==> src/design/cache_pkg.sv <==
package cache_pkg;

   ////////////////////
   // widths
   ////////////////////
   localparam int ADDR_W     = 12;  // word address, control select bit not included
   localparam int DATA_W     = 32;
   localparam int NBYTES     = DATA_W / 8;
   localparam int INDEX_W    = 4;   // 16 lines
   localparam int WORD_W     = 2;   // 4 words per line
   localparam int TAG_W      = ADDR_W - INDEX_W - WORD_W;
   localparam int CTRL_REG_W = 2;

   // one address word, two decodings
   typedef union packed {
      struct packed {
         logic [TAG_W-1:0]   tag;
         logic [INDEX_W-1:0] index;
         logic [WORD_W-1:0]  word;
      } cache;                                 // cache path view
      struct packed {
         logic [ADDR_W-CTRL_REG_W-1:0] upper;  // ignored by the control block
         logic [CTRL_REG_W-1:0]        reg_num;
      } ctrl;                                  // control path view
   } cache_addr_u;

   // control register numbers, 3 reads as zero
   localparam logic [CTRL_REG_W-1:0] CTRL_HITS   = 2'd0;
   localparam logic [CTRL_REG_W-1:0] CTRL_MISSES = 2'd1;
   localparam logic [CTRL_REG_W-1:0] CTRL_WRITES = 2'd2;

   // byte-strobe merge of new over old
   function automatic logic [DATA_W-1:0] merge_bytes(input logic [DATA_W-1:0] old_w,
                                                     input logic [DATA_W-1:0] new_w,
                                                     input logic [NBYTES-1:0] strb);
      logic [DATA_W-1:0] res;
      res = old_w;
      for (int b = 0; b < NBYTES; b++)
      begin
         if (strb[b])
            res[8*b +: 8] = new_w[8*b +: 8];
      end
      return res;
   endfunction

endpackage

==> src/design/cache_front_end.sv <==
module cache_front_end
   import cache_pkg::*;
(
   input  logic              clk,
   input  logic              reset,
   // processor side
   input  logic [ADDR_W:0]   addr,         // msb selects control space
   input  logic [DATA_W-1:0] wdata,
   input  logic [NBYTES-1:0] wstrb,
   input  logic              valid,
   output logic              ready,
   output logic [DATA_W-1:0] rdata,
   // cache data path
   output logic              data_valid,
   output cache_addr_u       data_addr,
   output logic [DATA_W-1:0] data_wdata,
   output logic [NBYTES-1:0] data_wstrb,
   input  logic [DATA_W-1:0] data_rdata,
   input  logic              data_ready,
   // control block
   output logic              ctrl_valid,
   output cache_addr_u       ctrl_addr,
   input  logic [DATA_W-1:0] ctrl_rdata,
   input  logic              ctrl_ready
);

   logic              valid_int;   // request aimed at the cache
   logic              valid_reg;   // stored request in progress
   logic              wr_done;     // a write finished last cycle
   logic              raw_hold;
   cache_addr_u       addr_reg;
   logic [DATA_W-1:0] wdata_reg;
   logic [NBYTES-1:0] wstrb_reg;

   ////////////////////
   // steering
   ////////////////////
   assign valid_int  = valid & ~addr[ADDR_W];
   assign ctrl_valid = valid & addr[ADDR_W];
   assign ctrl_addr  = addr[ADDR_W-1:0];

   assign ready = data_ready | ctrl_ready;   // only one side answers at a time
   assign rdata = ctrl_ready ? ctrl_rdata : data_rdata;

   ////////////////////
   // stored request
   ////////////////////
   always_ff @(posedge clk)
   begin
      if (valid_int)
      begin
         addr_reg  <= addr[ADDR_W-1:0];
         wdata_reg <= wdata;
         wstrb_reg <= wstrb;
      end
   end

   always_ff @(posedge clk or posedge reset)
   begin
      if (reset)
      begin
         valid_reg <= 1'b0;
         wr_done   <= 1'b0;
      end
      else
      begin
         wr_done <= data_ready & (|data_wstrb);
         if (data_ready)
            valid_reg <= 1'b0;   // answered, no repeat
         else if (valid_int)
            valid_reg <= 1'b1;
      end
   end

   // read right behind a write waits one cycle
   assign raw_hold = wr_done & ~(|wstrb);

   ////////////////////
   // data mux
   ////////////////////
   always_comb
   begin
      if (valid & ~raw_hold)
      begin
         data_addr  = addr[ADDR_W-1:0];   // live request
         data_wdata = wdata;
         data_wstrb = wstrb;
         data_valid = valid_int;
      end
      else
      begin
         data_addr  = addr_reg;           // stored request, valid already dropped
         data_wdata = wdata_reg;
         data_wstrb = wstrb_reg;
         data_valid = valid_reg;
      end
   end

   a_ready_needs_valid : assert property (@(posedge clk) disable iff (reset)
      ready |-> valid)
      else $error("ready without valid");

endmodule

==> src/design/cache_line_store.sv <==
module cache_line_store
   import cache_pkg::*;
(
   input  logic              clk,
   input  logic              reset,
   input  cache_addr_u       lookup_addr,
   // byte-strobe write, hit only
   input  logic              wr_en,
   input  logic [NBYTES-1:0] wr_strb,
   input  logic [DATA_W-1:0] wr_data,
   // refill from memory
   input  logic              fill_en,
   input  logic [WORD_W-1:0] fill_word,
   input  logic [DATA_W-1:0] fill_data,
   input  logic              tag_set,
   output logic              hit,
   output logic [DATA_W-1:0] rd_data
);

   localparam int LINES = 2 ** INDEX_W;
   localparam int WORDS = 2 ** (INDEX_W + WORD_W);

   logic [TAG_W-1:0]   tags [LINES];
   logic [LINES-1:0]   line_valid;
   logic [DATA_W-1:0]  data [WORDS];

   logic [INDEX_W-1:0]        idx;
   logic [INDEX_W+WORD_W-1:0] rd_ptr;
   logic [INDEX_W+WORD_W-1:0] fill_ptr;

   ////////////////////
   // lookup
   ////////////////////
   assign idx      = lookup_addr.cache.index;
   assign rd_ptr   = {idx, lookup_addr.cache.word};
   assign fill_ptr = {idx, fill_word};   // refill walks the words of the same line

   assign hit     = line_valid[idx] & (tags[idx] == lookup_addr.cache.tag);
   assign rd_data = data[rd_ptr];

   // valid bits, cleared by reset
   always_ff @(posedge clk or posedge reset)
   begin
      if (reset)
         line_valid <= '0;
      else if (tag_set)
         line_valid[idx] <= 1'b1;   // line complete
   end

   always_ff @(posedge clk)
   begin
      if (tag_set)
         tags[idx] <= lookup_addr.cache.tag;
   end

   ////////////////////
   // data array
   ////////////////////
   always_ff @(posedge clk)
   begin
      if (fill_en)
         data[fill_ptr] <= fill_data;
      else if (wr_en)
         data[rd_ptr] <= merge_bytes(data[rd_ptr], wr_data, wr_strb);
   end

   // refill and hit write never overlap
   a_no_fill_and_write : assert property (@(posedge clk) disable iff (reset)
      !(fill_en && wr_en))
      else $error("fill and write in same cycle");

endmodule

==> src/design/cache_miss_fsm.sv <==
module cache_miss_fsm
   import cache_pkg::*;
(
   input  logic              clk,
   input  logic              reset,
   // from the front end
   input  logic              data_valid,
   input  cache_addr_u       data_addr,
   input  logic [DATA_W-1:0] data_wdata,
   input  logic [NBYTES-1:0] data_wstrb,
   output logic              data_ready,
   output logic [DATA_W-1:0] data_rdata,
   // memory, four-phase
   output logic              mem_req,
   output logic              mem_we,
   output logic [ADDR_W-1:0] mem_addr,
   output logic [DATA_W-1:0] mem_wdata,
   input  logic [DATA_W-1:0] mem_rdata,
   input  logic              mem_ack,
   // line store
   output cache_addr_u       lookup_addr,
   output logic              wr_en,
   output logic [NBYTES-1:0] wr_strb,
   output logic [DATA_W-1:0] wr_data,
   output logic              fill_en,
   output logic [WORD_W-1:0] fill_word,
   output logic [DATA_W-1:0] fill_data,
   output logic              tag_set,
   input  logic              hit,
   input  logic [DATA_W-1:0] rd_data,
   // word counter
   output logic              cnt_clear,
   output logic              cnt_step,
   input  logic [WORD_W-1:0] cnt_word,
   input  logic              cnt_last,
   // event pulses
   output logic              ev_hit,
   output logic              ev_miss,
   output logic              ev_write
);

   localparam logic [2:0] IDLE      = 3'd0;
   localparam logic [2:0] LOOKUP    = 3'd1;
   localparam logic [2:0] FILL_REQ  = 3'd2;
   localparam logic [2:0] FILL_DROP = 3'd3;
   localparam logic [2:0] WT_REQ    = 3'd4;
   localparam logic [2:0] WT_DROP   = 3'd5;
   localparam logic [2:0] DONE      = 3'd6;

   logic [2:0]        state, nxt;
   logic              rmw;         // partial write miss, fetch the old word first
   cache_addr_u       req_addr;
   logic [DATA_W-1:0] req_wdata;
   logic [NBYTES-1:0] req_wstrb;
   logic [DATA_W-1:0] wt_data;     // merged word for write-through
   logic              is_wr, full_wr;
   logic [ADDR_W-1:0] fill_addr;

   assign is_wr     = |req_wstrb;
   assign full_wr   = &req_wstrb;
   assign fill_addr = {req_addr.cache.tag, req_addr.cache.index, cnt_word};

   assign lookup_addr = req_addr;
   assign wr_strb     = req_wstrb;
   assign wr_data     = req_wdata;
   assign fill_word   = cnt_word;
   assign fill_data   = mem_rdata;
   assign mem_wdata   = wt_data;
   assign data_rdata  = rd_data;   // refilled line is a hit in DONE

   ////////////////////
   // next state
   ////////////////////
   always_comb
   begin
      nxt        = state;
      data_ready = 1'b0;
      mem_req    = 1'b0;
      mem_we     = 1'b0;
      mem_addr   = req_addr;
      wr_en      = 1'b0;
      fill_en    = 1'b0;
      tag_set    = 1'b0;
      cnt_clear  = 1'b0;
      cnt_step   = 1'b0;
      ev_hit     = 1'b0;
      ev_miss    = 1'b0;
      ev_write   = 1'b0;
      case (state)
         IDLE:
            if (data_valid)
               nxt = LOOKUP;
         LOOKUP:
            if (is_wr)
            begin
               ev_write = 1'b1;
               wr_en    = hit;                  // no allocate on miss
               nxt      = (hit | full_wr) ? WT_REQ : FILL_REQ;
            end
            else if (hit)
            begin
               ev_hit     = 1'b1;
               data_ready = 1'b1;               // one cycle hit
               nxt        = IDLE;
            end
            else
            begin
               ev_miss   = 1'b1;
               cnt_clear = 1'b1;
               nxt       = FILL_REQ;
            end
         FILL_REQ:
         begin
            mem_req  = 1'b1;
            mem_addr = rmw ? req_addr : fill_addr;
            if (mem_ack)
            begin
               fill_en = ~rmw;                  // rdata valid while ack high
               nxt     = FILL_DROP;
            end
         end
         FILL_DROP:
         begin
            mem_addr = rmw ? req_addr : fill_addr;
            if (~mem_ack)
            begin
               if (rmw)
                  nxt = WT_REQ;
               else if (cnt_last)
               begin
                  tag_set = 1'b1;               // line complete
                  nxt     = DONE;
               end
               else
               begin
                  cnt_step = 1'b1;
                  nxt      = FILL_REQ;
               end
            end
         end
         WT_REQ:
         begin
            mem_req = 1'b1;
            mem_we  = 1'b1;
            if (mem_ack)
               nxt = WT_DROP;
         end
         WT_DROP:
         begin
            mem_we = 1'b1;
            if (~mem_ack)
               nxt = DONE;
         end
         DONE:
         begin
            data_ready = 1'b1;
            nxt        = IDLE;
         end
         default:
            nxt = IDLE;
      endcase
   end

   always_ff @(posedge clk or posedge reset)
   begin
      if (reset)
      begin
         state <= IDLE;
         rmw   <= 1'b0;
      end
      else
      begin
         state <= nxt;
         if (state == LOOKUP)
            rmw <= is_wr & ~hit & ~full_wr;
      end
   end

   ////////////////////
   // request and write word
   ////////////////////
   always_ff @(posedge clk)
   begin
      if (state == IDLE && data_valid)
      begin
         req_addr  <= data_addr;
         req_wdata <= data_wdata;
         req_wstrb <= data_wstrb;
      end
      if (state == LOOKUP)
         wt_data <= merge_bytes(rd_data, req_wdata, req_wstrb);
      else if (state == FILL_REQ && rmw && mem_ack)
         wt_data <= merge_bytes(mem_rdata, req_wdata, req_wstrb);
   end

   a_req_after_ack_low : assert property (@(posedge clk) disable iff (reset)
      $rose(mem_req) |-> !mem_ack)
      else $error("mem_req rose while mem_ack high");

   a_addr_stable : assert property (@(posedge clk) disable iff (reset)
      mem_req && $past(mem_req) |-> mem_addr == $past(mem_addr))
      else $error("mem_addr changed during req");

endmodule

==> src/design/cache_word_counter.sv <==
module cache_word_counter
   import cache_pkg::*;
(
   input  logic              clk,
   input  logic              reset,
   input  logic              cnt_clear,   // start of a refill
   input  logic              cnt_step,    // one handshake done
   output logic [WORD_W-1:0] cnt_word,
   output logic              cnt_last
);

   ////////////////////
   // refill offset
   ////////////////////
   always_ff @(posedge clk or posedge reset)
   begin
      if (reset)
         cnt_word <= '0;
      else if (cnt_clear)
         cnt_word <= '0;
      else if (cnt_step)
         cnt_word <= cnt_word + 1'b1;
   end

   assign cnt_last = &cnt_word;   // last word of the line

   // no wrap into the next refill
   a_no_step_past_last : assert property (@(posedge clk) disable iff (reset)
      cnt_step && cnt_last |-> cnt_clear)
      else $error("word counter stepped past last word");

endmodule

==> src/design/cache_ctrl_regs.sv <==
module cache_ctrl_regs
   import cache_pkg::*;
(
   input  logic              clk,
   input  logic              reset,
   input  logic              ctrl_valid,
   input  cache_addr_u       ctrl_addr,
   input  logic              ev_hit,
   input  logic              ev_miss,
   input  logic              ev_write,
   output logic              ctrl_ready,
   output logic [DATA_W-1:0] ctrl_rdata
);

   logic [DATA_W-1:0] counts [3];
   logic [2:0]        ev;

   // event vector by register number
   always_comb
   begin
      ev              = '0;
      ev[CTRL_HITS]   = ev_hit;
      ev[CTRL_MISSES] = ev_miss;
      ev[CTRL_WRITES] = ev_write;
   end

   ////////////////////
   // saturating counters
   ////////////////////
   always_ff @(posedge clk or posedge reset)
   begin
      if (reset)
      begin
         for (int i = 0; i < 3; i++)
            counts[i] <= '0;
      end
      else
      begin
         for (int i = 0; i < 3; i++)
            if (ev[i] && ~&counts[i])
               counts[i] <= counts[i] + 1'b1;   // stick at all ones
      end
   end

   // answer one cycle later, single pulse
   always_ff @(posedge clk or posedge reset)
   begin
      if (reset)
         ctrl_ready <= 1'b0;
      else
         ctrl_ready <= ctrl_valid & ~ctrl_ready;
   end

   always_ff @(posedge clk)
   begin
      if (ctrl_valid)
         ctrl_rdata <= (ctrl_addr.ctrl.reg_num == 2'd3) ? '0
                                                        : counts[ctrl_addr.ctrl.reg_num];
   end

endmodule

==> src/design/cache_top.sv <==
module cache_top
   import cache_pkg::*;
(
   input  logic              clk,
   input  logic              reset,
   // processor port
   input  logic              valid,
   input  logic [ADDR_W:0]   addr,
   input  logic [DATA_W-1:0] wdata,
   input  logic [NBYTES-1:0] wstrb,
   output logic              ready,
   output logic [DATA_W-1:0] rdata,
   // memory port
   output logic              mem_req,
   output logic              mem_we,
   output logic [ADDR_W-1:0] mem_addr,
   output logic [DATA_W-1:0] mem_wdata,
   input  logic [DATA_W-1:0] mem_rdata,
   input  logic              mem_ack
);

   ////////////////////
   // internal nets
   ////////////////////
   logic              data_valid, data_ready;
   cache_addr_u       data_addr;
   logic [DATA_W-1:0] data_wdata, data_rdata;
   logic [NBYTES-1:0] data_wstrb;
   logic              ctrl_valid, ctrl_ready;
   cache_addr_u       ctrl_addr;
   logic [DATA_W-1:0] ctrl_rdata;
   cache_addr_u       lookup_addr;
   logic              wr_en, fill_en, tag_set, hit;
   logic [NBYTES-1:0] wr_strb;
   logic [DATA_W-1:0] wr_data, fill_data, rd_data;
   logic [WORD_W-1:0] fill_word, cnt_word;
   logic              cnt_clear, cnt_step, cnt_last;
   logic              ev_hit, ev_miss, ev_write;

   cache_front_end u_front_end (
      .clk, .reset, .addr, .wdata, .wstrb, .valid, .ready, .rdata,
      .data_valid, .data_addr, .data_wdata, .data_wstrb, .data_rdata, .data_ready,
      .ctrl_valid, .ctrl_addr, .ctrl_rdata, .ctrl_ready
   );

   cache_miss_fsm u_miss_fsm (
      .clk, .reset,
      .data_valid, .data_addr, .data_wdata, .data_wstrb, .data_ready, .data_rdata,
      .mem_req, .mem_we, .mem_addr, .mem_wdata, .mem_rdata, .mem_ack,
      .lookup_addr, .wr_en, .wr_strb, .wr_data, .fill_en, .fill_word, .fill_data,
      .tag_set, .hit, .rd_data,
      .cnt_clear, .cnt_step, .cnt_word, .cnt_last,
      .ev_hit, .ev_miss, .ev_write
   );

   cache_word_counter u_word_counter (
      .clk, .reset, .cnt_clear, .cnt_step, .cnt_word, .cnt_last
   );

   cache_line_store u_line_store (
      .clk, .reset, .lookup_addr, .wr_en, .wr_strb, .wr_data,
      .fill_en, .fill_word, .fill_data, .tag_set, .hit, .rd_data
   );

   cache_ctrl_regs u_ctrl_regs (
      .clk, .reset, .ctrl_valid, .ctrl_addr, .ev_hit, .ev_miss, .ev_write,
      .ctrl_ready, .ctrl_rdata
   );

endmodule

==> config.mk <==
export PLATFORM = sky130hd
export DESIGN_NAME = cache_top
export DESIGN_NICKNAME = d
export VERILOG_FILES = /design/src/design/cache_pkg.sv /design/src/design/cache_front_end.sv /design/src/design/cache_line_store.sv /design/src/design/cache_miss_fsm.sv /design/src/design/cache_word_counter.sv /design/src/design/cache_ctrl_regs.sv /design/src/design/cache_top.sv
export SDC_FILE = /design/constraint.sdc
export NUM_CORES = 2
export LEC_CHECK = 0
export BUFFER_PORTS_ARGS = -buffer_cell sky130_fd_sc_hd__buf_2
export CORE_MARGIN = 2
export CORE_UTILIZATION = 40
export CTS_CLUSTER_SIZE = 14
export DETAILED_ROUTE_END_ITERATION = 6
export PLACE_DENSITY = 0.65
export SYNTH_ARGS = -nofsm -noshare
export SYNTH_HDL_FRONTEND = slang
export SYNTH_HIERARCHICAL = 1
export SYNTH_SLANG_ARGS = --single-unit
export TNS_END_PERCENT = 30
==> constraint.sdc <==
create_clock -name clk -period 12.35 [get_ports clk]
set_input_delay 2.47 -clock clk [delete_from_list [all_inputs] [get_ports clk]]
set_output_delay 2.47 -clock clk [all_outputs]
set_load 0.01 [all_outputs]
==> Yosys cells after proc, flatten, opt, wreduce, memory -nomap -nowiden <==
Memories as Yosys holds them, arrays and structs flattened. A register that Yosys moved wholly into a read port is not among the register bits.
Index checks and enable logic that the tools add are counted.
{ "word_totals": {"elab_cells": 169, "reg_bits": 281, "in_bits": 85, "mem_count": 2, "ramBits": 2144} }
{ "memory_table": {"columns": ["name", "words", "word_bits", "rd", "rd_clocked_by_memory_dff", "wr", "line", "source"], "rows": [
  ["u_line_store.data", 64, 32, 1, 1, 1, "cache_line_store.sv:25", "logic [DATA_W-1:0] data [WORDS];"],
  ["u_line_store.tags", 16, 6, 1, 1, 1, "cache_line_store.sv:23", "logic [TAG_W-1:0] tags [LINES];"]
]} }
{ "classes": {"n_addsub": 4, "mux": 82, "n_eq_ne": 13, "order_cmp": 3, "bitwise": 20, "n_reduce_logical": 27} }
{ "ops": {"columns": ["cell", "count"], "rows": [
  ["$mux W32", 7],
  ["$mux W8", 16],
  ["$add A32 B1 Y32 const B", 3],
  ["$reduce_and A32 Y1", 3],
  ["$bmux W32 S2", 1],
  ["$mux W1", 35],
  ["$reduce_or A32 Y1", 1],
  ["$mux W3", 9],
  ["$pmux W3 S6", 1],
  ["$or A16 B16 Y16", 1],
  ["$mux W12", 1],
  ["$mux W6", 2],
  ["$reduce_or A4 Y1", 3],
  ["$mux W2", 5],
  ["$and A1 B1 Y1", 9],
  ["$eq A3 B3 Y1 const B", 3],
  ["$mux W4", 2],
  ["$ne A2 B2 Y1 const B", 4],
  ["$logic_and A1 B1 Y1", 7],
  ["$not A1 Y1", 7],
  ["$eq A3 B2 Y1 const B", 2],
  ["$eq A6 B6 Y1", 1],
  ["$reduce_bool A2 Y1", 3],
  ["$reduce_or A2 Y1", 3],
  ["17 further kinds", 20]
]} }

==> Longest topological paths before layout <==
{ "logic_depth": {"word_depth": 10, "mapped_depth": 16} }

==> Cells and area by module <==
Netlist, hierarchy kept.
{ "by_module_without_submodules": {"columns": ["module", "area_each_um2", "instances", "seq_area_each_um2", "cells_each"], "rows": [
  ["cache_line_store", 82469.1, 1, 64782.1, 3623],
  ["cache_ctrl_regs", 6216.0, 1, 3388.2, 575],
  ["cache_miss_fsm", 4057.6, 1, 2502.4, 321],
  ["cache_front_end", 2661.3, 1, 1491.4, 169],
  ["cache_word_counter", 92.6, 1, 50.0, 8]
]} }

==> Worst setup path before layout <==
OpenSTA, ideal clock, no wires.
{ "synth_path": {"kind": "in2reg", "from": "input port wstrb[2]", "to": "register u_miss_fsm.req_addr, in the netlist u_miss_fsm/lookup_addr[0] (enable)", "stages": 7, "n_path_buf": 2, "arrival_ns": 5.777, "setup_slack_ns": 6.120, "t_required_ns": 11.896, "setup_ns": 0.454, "cell_sequence": "or4_4 > o21ai_2 > buf_6 > buf_6 > mux2i_1 > nand2_1 > nor2_1"} }
{ "synth_between": {"elab_chain_cells": 7} }
{ "synth_rtl": {"columns": ["item", "line", "source"], "rows": [
  ["from (decl)", "cache_top.sv:10", "input logic [NBYTES-1:0] wstrb,"],
  ["$reduce_or A4 Y1", "cache_front_end.sv:76", "assign raw_hold = wr_done & ~(|wstrb);"],
  ["$not A1 Y1", "cache_front_end.sv:76", null],
  ["$and A1 B1 Y1", "cache_front_end.sv:76", null],
  ["$not A1 Y1", "cache_front_end.sv:83", "if (valid & ~raw_hold)"],
  ["$and A1 B1 Y1", "cache_front_end.sv:83", null],
  ["$mux W1", "cache_front_end.sv:83", null],
  ["net data_valid", "cache_top.sv:25", "logic data_valid, data_ready;"],
  ["$logic_and A1 B1 Y1", "cache_miss_fsm.sv:184", "if (state == IDLE && data_valid)"],
  ["to (signal assigned)", "cache_miss_fsm.sv:186", "req_addr <= data_addr;"],
  ["to (decl)", "cache_miss_fsm.sv:52", "cache_addr_u req_addr;"]
]} }
The timed path passes the listed nets, and every way through them passes these cells.
A chain may end at the register's enable or synchronous reset.

==> out/results.txt <==
Run status: finished, final reports clean
Largest register by flop count: u_line_store/data
Critical Path Max Stage Delay: 830 ps
Sequential share of power: 49.8%
Most common cell on crit path: buf_4
Internal power: 14060 µW
Fin area: 108000 µm²
Crit path DAT: 5590 ps
Die W: 492.4 µm
Yosys Warn Count: 6
PortBufs: 163
Via count: 48.81k
Placed Area: 100600 µm²
Max Cap Viol: 0
Area Growth Syn to Fin: 13.22%
CTS Buf Count: 233
Worst setup path class: reg2out
Hold Startpoint: u_line_store/line_valid[7]
Fin worst setup slack: 4289 ps
Skew-Pair Late Insertion Delay: 880 ps
Overflow after GRT: 0
Reg-to-reg slack, setup: 5520 ps
Gate power share: 13.1%
Share of post-route cells with drive strength above 1: 27.62%
Clock power frac: 37.1%
CTS Root Cell: clkbuf_16
I/O Pins: 164
Pwr Density: 173.3 nW/µm²
Resized Gates After CTS: 0
RSZ-0062 raised after global routing: false
Worst reg2reg path depth: 12
Syn Area/Cell: 20.36 µm²
CP delay by family, top: buffers and inverters
Final net count: 5006
Hold path endpoint: u_line_store/line_valid[7]
Max VDD drop: 0.1668 mV
Clock skew: 45.83 ps
Hpwl dp: 144500 µm
Post-Route WL: 251100 µm
DIE AREA: 242500 µm²
R2R Path Start: u_miss_fsm/lookup_addr[2]
Fin util: 45.46%
Core ar.: 237600 µm²
Vias per cell: 5.890
H-tree lvl count: 4
Clock-pin slew on the worst setup and hold paths: 60 ps
Worst Path Buf+Inv: 4
Worst setup EP type: output pin
Sw Ratio: 24.92%
Antenna-violating nets left: 0
Setup_tns: 0 ps
Clock Path Buffers: 3
Num Clock Sinks: 2425
Worst hold path class: reg2reg
Hold Path Cell Cnt: 1
R2r endpoint: u_line_store/data[32][22]
Pre-CTS WS: 5048 ps
Commonest cells after routing, fill and taps aside: edfxtp_1, mux4_2, a22oi_1, clkbuf_16, a21oi_1
Sw power: 4664 µW
Global-route wire length before repair: 357000 µm
CP max stage cell: nor4_2
Final Setup Violations: 0
Relative max-transition margin: 15.60%
Hold buffer count at cts: 0
Leakage Power: 0.03444 µW
TritonCTS clock tree: yes
Fin. Hold Viols: 0
Period minus WS final: 8061 ps
Cell Rows: 179
Worst-path fanout max: 43
Die Ht: 492.4 µm
Vias in the first global route: 48.53k
Largest net degree at the start of global routing: 130
Per-cell routed wire length: 30.30 µm
Max FFs per register: 2048
Initial antenna violation count: 7
Gate Count Post-Synth: 4686
Mapped Area: 95420 µm²
Crit-path cells: buf_4 -> buf_4 -> mux4_2 -> a22oi_1 -> a21oi_1 -> nor4_2 -> inv_1 -> mux2_2 -> buf_2
Fin crit share: 65.28%
Routability congestion estimate from global placement: 0.8624
Drt first pass iters: 5
Syn Nets: 4775
DRC errors left: 0
Initial drt markers: 6571
Slew @ Worst Pin: 1256 ps
Tot GR Track Use: 20.44%
Initial core utilization: 40.16%
Pins Over Slew Limit: 0
Post-CTS Setup Inserts: 0
Critical Path Start Type: flop
Worst EP required: 9880 ps
Biggest regs: u_line_store/data: 2048 flops, u_ctrl_regs/counts: 96 flops, u_line_store/tags: 96 flops
Commonest non-fill, non-tap cell in the layout: edfxtp_1
Max frequency: 124.0 MHz
layout make-up:
class,count,area (µm²)
fillers,19650,129600
flip-flops and latches,2425,72210
multi-input cells,1883,22120
clock buffers,302,6193
well taps,3167,3963
repair buffers,324,2125
clock inverters,132,1220
inverters,50,190.2
diodes,3,7.507
routing by layer:
metal	wire length [µm]	GRT usage [%]	part of all wire [%]	up-vias
met5	0	0	0	-
met4	9792	7.888	3.9	0
met3	22520	3.441	9.0	373
met2	121100	32.53	48	2514
met1	97610	28.31	39	26130
li1	-	-	-	19790
per-stage QoR:
| step | std cells | hold WS, ps | power (µW) |
|---|---|---|---|
| after floorplan | 4686 | 400.5 | 11070 |
| after global placement | 7849 | 446.6 | 11940 |
| after detailed placement | 7849 | 452.2 | 11960 |
| after CTS | 8283 | 466.8 | 18830 |
| after global routing | 8286 | 472.9 | 19260 |
| final | 8286 | 466.4 | 18720 |
power by group through the flow:
| stage | Combinational [µW] | Clock (µW) | Sequential, µW |
|---|---|---|---|
| 5_1_grt | 2580 | 7340 | 9340 |
| 2_1_floorplan | 1610 | 0 | 9470 |
| 3_5_place_dp | 2460 | 0 | 9500 |
| 4_1_cts | 2470 | 7040 | 9330 |
| 3_3_place_gp | 2440 | 0 | 9500 |
| 6_report | 2450 | 6940 | 9330 |
how the worst max path moves through the flow:
stage | start | to | slack, ps | depth (start not counted)
final | u_miss_fsm/lookup_addr[0] | rdata[22] | 4290 | 9
after global routing | u_miss_fsm/lookup_addr[0] | rdata[22] | 4000 | 9
after CTS | u_miss_fsm/lookup_addr[0] | rdata[22] | 4090 | 9
after detailed placement | u_miss_fsm/lookup_addr[0] | rdata[22] | 5050 | 9
after global placement | u_miss_fsm/lookup_addr[0] | rdata[22] | 5070 | 9
after floorplan | wstrb[2] | u_miss_fsm/lookup_addr[0] | 6120 | 7
No activity file was read; power rests on OpenSTA's default activity.
